<file path="config.mk">
export PLATFORM = sky130hd
export DESIGN_NAME = udp_arb_mux
export DESIGN_NICKNAME = d
export VERILOG_FILES = /design/src/design/udp_mux_pkg.sv /design/src/design/grant_if.sv /design/src/design/frame_arbiter.sv /design/src/design/hdr_stage.sv /design/src/design/payload_path.sv /design/src/design/udp_arb_mux.sv
export SDC_FILE = /design/constraint.sdc
export NUM_CORES = 1
export LEC_CHECK = 0
export BUFFER_PORTS_ARGS = -buffer_cell sky130_fd_sc_hd__clkbuf_2
export CAP_MARGIN = 15
export CELL_PAD_IN_SITES_DETAIL_PLACEMENT = 1
export CELL_PAD_IN_SITES_GLOBAL_PLACEMENT = 2
export CORE_AREA = 2 2 370 372
export CTS_BUF_LIST = sky130_fd_sc_hd__clkbuf_4
export CTS_CLUSTER_DIAMETER = 200
export DETAILED_ROUTE_END_ITERATION = 7
export DIE_AREA = 0 0 372 374
export HOLD_SLACK_MARGIN = 0.06
export PLACE_DENSITY = 0.54
export SLEW_MARGIN = 5
export SYNTH_ARGS = -nofsm -noshare
export SYNTH_HDL_FRONTEND = slang
export SYNTH_SLANG_ARGS = --single-unit
</file>
<file path="constraint.sdc">
create_clock -name clk -period 7.4 [get_ports clk]
set_clock_uncertainty 0.15 [all_clocks]
set_input_delay 1.48 -clock clk [delete_from_list [all_inputs] [get_ports clk]]
set_output_delay 1.48 -clock clk [all_outputs]
set_load 0.005 [all_outputs]
</file>
<file path="src/design/udp_mux_pkg.sv">
// source count, field widths and the header and payload beat types
// shared by the arbitrated UDP multiplexer

package udp_mux_pkg;

    localparam int src_count     = 4;
    localparam int src_idx_width = 2;

    localparam int mac_width  = 48;
    localparam int ip_width   = 32;
    localparam int len_width  = 16;
    localparam int data_width = 8;

    // index of one source
    typedef logic [src_idx_width-1:0] src_idx_t;

    // frame header, 176 bits
    typedef struct packed {
        logic [mac_width-1:0] dest_mac;
        logic [mac_width-1:0] src_mac;
        logic [len_width-1:0] length;
        logic [ip_width-1:0]  src_ip;
        logic [ip_width-1:0]  dest_ip;
    } udp_hdr_t;

    // one payload beat, 10 bits
    typedef struct packed {
        logic [data_width-1:0] data;
        logic                  last;
        logic                  user;
    } pay_beat_t;

endpackage

</file>
<file path="src/design/grant_if.sv">
// grant and frame events shared by the arbiter, header stage and payload path
`timescale 1ns/1ps

interface grant_if;
    import udp_mux_pkg::*;

    src_idx_t grant_idx;
    logic     frame_start;
    logic     frame_active;
    // driven by the two datapaths
    logic     frame_end;
    logic     hdr_free;

    modport arb (
        output grant_idx,
        output frame_start,
        output frame_active,
        input  frame_end,
        input  hdr_free
    );

    modport hdr (
        input  grant_idx,
        input  frame_start,
        output hdr_free
    );

    modport pay (
        input  grant_idx,
        input  frame_active,
        output frame_end
    );

endinterface

</file>
<file path="src/design/frame_arbiter.sv">
// round-robin frame arbiter
// picks one source per frame and holds the grant until its last beat
`timescale 1ns/1ps

module frame_arbiter (
    input  logic                              clk,
    input  logic                              rst,
    input  logic [udp_mux_pkg::src_count-1:0] s_udp_hdr_valid,
    grant_if.arb                              grant
);
    import udp_mux_pkg::*;

    // last granted source and the held grant while a frame runs
    src_idx_t last_idx;
    src_idx_t pick_idx;
    logic     pick_found;
    logic     active_reg;

    // first requester after last_idx with wrap-around
    always_comb begin
        src_idx_t cand;
        pick_idx   = last_idx;
        pick_found = 1'b0;
        for (int i = 1; i <= src_count; i++) begin
            cand = src_idx_t'(last_idx + i);
            if (!pick_found && s_udp_hdr_valid[cand]) begin
                pick_idx   = cand;
                pick_found = 1'b1;
            end
        end
    end

    // start only when the output header slot can take a new header
    assign grant.frame_start  = !active_reg && pick_found && grant.hdr_free;
    assign grant.frame_active = active_reg;
    assign grant.grant_idx    = active_reg ? last_idx : pick_idx;

    always_ff @(posedge clk) begin
        if (rst) begin
            active_reg <= 1'b0;
            // source 0 comes first after reset
            last_idx   <= src_idx_t'(src_count - 1);
        end else begin
            if (grant.frame_start) begin
                active_reg <= 1'b1;
                last_idx   <= pick_idx;
            end else if (grant.frame_end) begin
                active_reg <= 1'b0;
            end
        end
    end

    // no second start while a frame is still running
    a_no_overlap_start: assert property (
        @(posedge clk) disable iff (rst)
        (grant.frame_start || (grant.frame_active && !grant.frame_end))
            |=> !grant.frame_start
    ) else $error("frame_start while frame_active");

    // grant holds from the start up to the last beat
    a_grant_stable: assert property (
        @(posedge clk) disable iff (rst)
        (grant.frame_start || (grant.frame_active && !grant.frame_end))
            |=> $stable(grant.grant_idx)
    ) else $error("grant_idx changed during a frame");

    // end of frame comes from the payload path
    a_end_in_frame: assert property (
        @(posedge clk) disable iff (rst)
        grant.frame_end |-> grant.frame_active
    ) else $error("frame_end outside a frame");

endmodule

</file>
<file path="src/design/hdr_stage.sv">
// header stage, takes the granted header on frame start
// and holds it in the one-entry output register
`timescale 1ns/1ps

module hdr_stage (
    input  logic                              clk,
    input  logic                              rst,
    input  udp_mux_pkg::udp_hdr_t             s_hdr [udp_mux_pkg::src_count],
    output logic [udp_mux_pkg::src_count-1:0] s_udp_hdr_ready,
    output udp_mux_pkg::udp_hdr_t             m_hdr,
    output logic                              m_udp_hdr_valid,
    input  logic                              m_udp_hdr_ready,
    grant_if.hdr                              grant
);
    import udp_mux_pkg::*;

    // slot is free when empty or draining this cycle
    assign grant.hdr_free = !m_udp_hdr_valid || m_udp_hdr_ready;

    // ready only to the granted source, only on the start pulse
    always_comb begin
        s_udp_hdr_ready = '0;
        s_udp_hdr_ready[grant.grant_idx] = grant.frame_start;
    end

    always_ff @(posedge clk) begin
        if (rst) begin
            m_udp_hdr_valid <= 1'b0;
        end else if (grant.frame_start) begin
            m_udp_hdr_valid <= 1'b1;
        end else if (m_udp_hdr_ready) begin
            m_udp_hdr_valid <= 1'b0;
        end
    end

    // header payload register
    always_ff @(posedge clk) begin
        if (grant.frame_start) begin
            m_hdr <= s_hdr[grant.grant_idx];
        end
    end

    // pending header must not change while stalled
    a_hdr_hold: assert property (
        @(posedge clk) disable iff (rst)
        (m_udp_hdr_valid && !m_udp_hdr_ready) |=> (m_udp_hdr_valid && $stable(m_hdr))
    ) else $error("m_hdr changed while stalled");

endmodule

</file>
<file path="src/design/payload_path.sv">
// payload path, muxes the granted stream into a registered
// two-entry skid buffer and flags the last beat
`timescale 1ns/1ps

module payload_path (
    input  logic                              clk,
    input  logic                              rst,
    input  udp_mux_pkg::pay_beat_t            s_beat [udp_mux_pkg::src_count],
    input  logic [udp_mux_pkg::src_count-1:0] s_payload_tvalid,
    output logic [udp_mux_pkg::src_count-1:0] s_payload_tready,
    output udp_mux_pkg::pay_beat_t            m_beat,
    output logic                              m_payload_tvalid,
    input  logic                              m_payload_tready,
    grant_if.pay                              grant
);
    import udp_mux_pkg::*;

    pay_beat_t in_beat;
    logic      in_valid;
    logic      ready_int_reg;
    logic      ready_int_early;

    pay_beat_t temp_beat;
    logic      temp_valid;
    logic      out_valid_next;
    logic      temp_valid_next;

    logic store_in_to_out;
    logic store_in_to_temp;
    logic store_temp_to_out;

    assign in_beat  = s_beat[grant.grant_idx];
    // beat accepted from the granted source this cycle
    assign in_valid = s_payload_tvalid[grant.grant_idx] && ready_int_reg && grant.frame_active;

    always_comb begin
        s_payload_tready = '0;
        s_payload_tready[grant.grant_idx] = ready_int_reg && grant.frame_active;
    end

    assign grant.frame_end = in_valid && in_beat.last;

    // ready next cycle unless the temp entry could fill up
    assign ready_int_early = m_payload_tready ||
                             (!temp_valid && (!m_payload_tvalid || !in_valid));

    always_comb begin
        out_valid_next    = m_payload_tvalid;
        temp_valid_next   = temp_valid;
        store_in_to_out   = 1'b0;
        store_in_to_temp  = 1'b0;
        store_temp_to_out = 1'b0;

        if (ready_int_reg) begin
            if (m_payload_tready || !m_payload_tvalid) begin
                // output free, input goes straight out
                out_valid_next  = in_valid;
                store_in_to_out = 1'b1;
            end else begin
                // output stalled, park input in temp
                temp_valid_next  = in_valid;
                store_in_to_temp = 1'b1;
            end
        end else if (m_payload_tready) begin
            // drain temp into output
            out_valid_next    = temp_valid;
            temp_valid_next   = 1'b0;
            store_temp_to_out = 1'b1;
        end
    end

    always_ff @(posedge clk) begin
        if (rst) begin
            m_payload_tvalid <= 1'b0;
            temp_valid       <= 1'b0;
            ready_int_reg    <= 1'b0;
        end else begin
            m_payload_tvalid <= out_valid_next;
            temp_valid       <= temp_valid_next;
            ready_int_reg    <= ready_int_early;
        end
    end

    // beat registers
    always_ff @(posedge clk) begin
        if (store_in_to_out) begin
            m_beat <= in_beat;
        end else if (store_temp_to_out) begin
            m_beat <= temp_beat;
        end
        if (store_in_to_temp) begin
            temp_beat <= in_beat;
        end
    end

    // temp only fills behind a stalled output beat
    a_temp_behind_out: assert property (
        @(posedge clk) disable iff (rst)
        temp_valid |-> m_payload_tvalid
    ) else $error("skid entry full with empty output register");

endmodule

</file>
<file path="src/design/udp_arb_mux.sv">
// arbitrated UDP frame multiplexer top level
// packs the plain ports into structs and wires arbiter and datapaths
`timescale 1ns/1ps

module udp_arb_mux (
    input  logic                               clk,
    input  logic                               rst,

    // source headers
    input  logic [udp_mux_pkg::src_count-1:0]  s_udp_hdr_valid,
    output logic [udp_mux_pkg::src_count-1:0]  s_udp_hdr_ready,
    input  logic [udp_mux_pkg::mac_width-1:0]  s_eth_dest_mac [udp_mux_pkg::src_count],
    input  logic [udp_mux_pkg::mac_width-1:0]  s_eth_src_mac [udp_mux_pkg::src_count],
    input  logic [udp_mux_pkg::len_width-1:0]  s_udp_length [udp_mux_pkg::src_count],
    input  logic [udp_mux_pkg::ip_width-1:0]   s_udp_source_ip [udp_mux_pkg::src_count],
    input  logic [udp_mux_pkg::ip_width-1:0]   s_udp_dest_ip [udp_mux_pkg::src_count],

    // source payload streams
    input  logic [udp_mux_pkg::data_width-1:0] s_payload_tdata [udp_mux_pkg::src_count],
    input  logic [udp_mux_pkg::src_count-1:0]  s_payload_tvalid,
    output logic [udp_mux_pkg::src_count-1:0]  s_payload_tready,
    input  logic [udp_mux_pkg::src_count-1:0]  s_payload_tlast,
    input  logic [udp_mux_pkg::src_count-1:0]  s_payload_tuser,

    // output header
    output logic                               m_udp_hdr_valid,
    input  logic                               m_udp_hdr_ready,
    output logic [udp_mux_pkg::mac_width-1:0]  m_eth_dest_mac,
    output logic [udp_mux_pkg::mac_width-1:0]  m_eth_src_mac,
    output logic [udp_mux_pkg::len_width-1:0]  m_udp_length,
    output logic [udp_mux_pkg::ip_width-1:0]   m_udp_source_ip,
    output logic [udp_mux_pkg::ip_width-1:0]   m_udp_dest_ip,

    // output payload
    output logic [udp_mux_pkg::data_width-1:0] m_payload_tdata,
    output logic                               m_payload_tvalid,
    input  logic                               m_payload_tready,
    output logic                               m_payload_tlast,
    output logic                               m_payload_tuser
);
    import udp_mux_pkg::*;

    udp_hdr_t  s_hdr [src_count];
    pay_beat_t s_beat [src_count];
    udp_hdr_t  m_hdr;
    pay_beat_t m_beat;

    for (genvar i = 0; i < src_count; i++) begin : g_pack
        assign s_hdr[i].dest_mac = s_eth_dest_mac[i];
        assign s_hdr[i].src_mac  = s_eth_src_mac[i];
        assign s_hdr[i].length   = s_udp_length[i];
        assign s_hdr[i].src_ip   = s_udp_source_ip[i];
        assign s_hdr[i].dest_ip  = s_udp_dest_ip[i];
        assign s_beat[i].data    = s_payload_tdata[i];
        assign s_beat[i].last    = s_payload_tlast[i];
        assign s_beat[i].user    = s_payload_tuser[i];
    end

    assign m_eth_dest_mac  = m_hdr.dest_mac;
    assign m_eth_src_mac   = m_hdr.src_mac;
    assign m_udp_length    = m_hdr.length;
    assign m_udp_source_ip = m_hdr.src_ip;
    assign m_udp_dest_ip   = m_hdr.dest_ip;
    assign m_payload_tdata = m_beat.data;
    assign m_payload_tlast = m_beat.last;
    assign m_payload_tuser = m_beat.user;

    grant_if grant0 ();

    frame_arbiter arb0 (
        .clk             (clk),
        .rst             (rst),
        .s_udp_hdr_valid (s_udp_hdr_valid),
        .grant           (grant0.arb)
    );

    hdr_stage hdr0 (
        .clk             (clk),
        .rst             (rst),
        .s_hdr           (s_hdr),
        .s_udp_hdr_ready (s_udp_hdr_ready),
        .m_hdr           (m_hdr),
        .m_udp_hdr_valid (m_udp_hdr_valid),
        .m_udp_hdr_ready (m_udp_hdr_ready),
        .grant           (grant0.hdr)
    );

    payload_path pay0 (
        .clk              (clk),
        .rst              (rst),
        .s_beat           (s_beat),
        .s_payload_tvalid (s_payload_tvalid),
        .s_payload_tready (s_payload_tready),
        .m_beat           (m_beat),
        .m_payload_tvalid (m_payload_tvalid),
        .m_payload_tready (m_payload_tready),
        .grant            (grant0.pay)
    );

endmodule

</file>
==> results.cfg <==
[setup_path]
path_delay_family = simple AND/OR/NAND/NOR gates
cp_slowest_cell = nand2b_1
cp-startpoint = s_udp_hdr_valid[2]
reg2reg_to = hdr0.m_hdr[74]
reg2reg_slack_ps = 3970
cpMostUsedCell = clkbuf_2
crit_path_start_kind = primary input
r2r_start = arb0.last_idx[0]
cp.depth = 5
required_ps = 5770
rr_worst_depth = 8
crit_path_max_fanout = 10
end_kind = output pin
cpPeakStageDelay_ps = 690
arrival_ps = 3140
critPathKind = in2out
crit_buf_inv = 2
endpoint = s_udp_hdr_ready[3]
path_cells = clkbuf_2 -> o41ai_1 -> nand2b_1 -> nor3_1 -> clkbuf_2

[sta]
fin_crit_ps = 4770
worst_pin_slew_ps = 1020
rsz0062_at_grt = no
finalMaxSlewViolations = 0
hold_viol = 0
setup_viol = 0
max_freq_mhz = 210
post-route-period-util_pct = 64.4
hold_slack_ps = 329
final.setup.tns_ps = 0
slew_headroom_pct = 31.7

[synthesis]
yosys_warnings = 0
syn_nets = 2245
yosysMostFrequentCell = nand2_1
netlist_area_mm2 = 0.0123
synth_edf_count = 196
async_flop_share_pct = 0
ys_top_cells_by_area = edfxtp_1 48%, nand2_1 22%, a31oi_1 9.0%, and3_1 9.0%, mux2i_1 2.4%
seq_area_frac_synth_pct = 48.9
synth_common_cells = 711 x nand2_1, 196 x edfxtp_1, 178 x a31oi_1
netlist.top_cell.by_area = edfxtp_1
synth_seq_cells = 203
synth_cell_types = 39
syn_area_per_cell_um2 = 8.27
ys.flop_type = edfxtp_1
netlist.area_leader.share_pct = 47.8
syn_inst = 1489

[floorplan]
core_mm2 = 0.135
dieArea_mm2 = 0.139
start_util_pct = 9.13
die_y_um = 374
rows = 135
die_w_um = 372
ios = 952

[power]
ir_drop_v = 0.0000832
power_mw = 5.83
power.leakage_nw = 9.63
cellPowerDensity_mw_per_mm2 = 292

[route]
wl_um = 90600
ant_nets = 0
firstDrtPassIters = 5
drt_iter0_drc = 613
wl_per_cell_um = 21.2
routed-via-count = 15100
drc = 0
vias_per_cell = 3.54

[outcome]
outcome = completed

[cts]
clock_latency_ps = 920
ctsHoldBuffers = 0
cts_tree = built
path_clk_slew_ps = 50
htreeDepth = 3
post-cts-setup-buffers = 0
cts_buffers = 75
clock_path_buffers = 3
cts_root_buffer = clkbuf_4
cts_num_sinks = 203
cts_repair_resize_count = 0

[layout]
drive_gt1_share_pct = 45.2
regMostFlops = hdr0.m_hdr
nFillCells = 16500
fin_nets = 3169
fin_util_pct = 14.8
design_area_mm2 = 0.0200
syn2layout_area_growth_pct = 62.2
largest_reg_flops = 176
top_regs = hdr0.m_hdr x176, pay0.m_beat x10, pay0.temp_beat x10

[place]
port_buffers = 951
gp_congestion = 0.838
postPlaceCellArea_mm2 = 0.0189
dpl.hpwl_um = 71900

[worst_hold_path]
hp-class = reg2reg
holdPathStages = 2

[global_routing]
grt_pass1_vias = 15900
grt_pass1_wl_um = 122000
antenna_found_initial = 39
grt_max_degree = 154
grt_use_total_pct = 12.5
grt-ovfl-total = 0

[run]
cap_violations = 0
==> where the power goes <==
part           total, mW  leakage (nW)  internal, mW  switching (mW)
sequential          1.91          1.97          1.77           0.133
clock               1.49         0.608         0.797           0.695
combinational       2.43          7.05         0.887            1.55
==> cells by family after synthesis <==
group                  share of synthesized area [%]
AND/OR/NAND/NOR                                 32.2
flip-flops                                      48.9
multiplexers                                    3.38
buffers and inverters                           5.16
AO/OA/AOI/OAI                                   10.3
==> layer usage <==
layer | vias up | wire [um] | GRT usage (%)
li1 | 7113 | - | -
met1 | 7196 | 35100 | 14.0
met2 | 636 | 45100 | 21.8
met3 | 141 | 8260 | 4.33
met4 | 16 | 2070 | 4.14
met5 | - | 116 | 0
==> area by class of cell <==
type	count	area, um2	share of cell area, %
Antenna cell	14	35.0	0.175
Clock buffer	119	893	4.47
Clock inverter	15	129	0.645
Inverter	6	30.0	0.150
Multi-Input combinational cell	1158	5680	28.4
Sequential cell	203	6030	30.2
Tap cell	1781	2230	11.2
Timing Repair Buffer	969	4960	24.8
==> worst min path at each step <==
stage,start,to,slack [ps]
floorplan,pay0.temp_valid,pay0.temp_valid,290
global placement,pay0.temp_valid,pay0.temp_valid,330
finish,pay0.temp_valid,pay0.temp_valid,330
detailed placement,pay0.temp_valid,pay0.temp_valid,330
CTS,pay0.temp_valid,pay0.temp_valid,330
global route,pay0.temp_valid,pay0.temp_valid,380
==> cells in the final DEF (no fill, tap or decap), types with 2 or more instances in the layout <==
master,count
clkinv_1,9
buf_4,13
o21ai_0,6
nor2_1,6
nand2_1,711
a41oi_1,2
diode_2,14
edfxtp_1,196
nand2b_1,4
mux2i_1,29
a31oi_1,178
inv_6,3
buf_12,5
inv_1,5
clkbuf_2,951
dfxtp_1,7
mux2_2,10
nor3_1,10
a21oi_1,4
clkbuf_4,119
bufinv_16,2
nand2b_4,2
and3_1,176
==> tightest hold or removal path, cell delays in order (launching register included) <==
cell and delay, ps:
dfxtp_1 320, nand2_1 60, a21oi_1 60
==> stage by stage <==
step                cells  worst slack [ps]
detailed placement   4117              2500
floorplan            1489              1350
finish               4265              2630
CTS                  4251              2500
global route         4259              2460
global placement     4117              2540
Note: power is estimated with default switching activity, not from simulation.
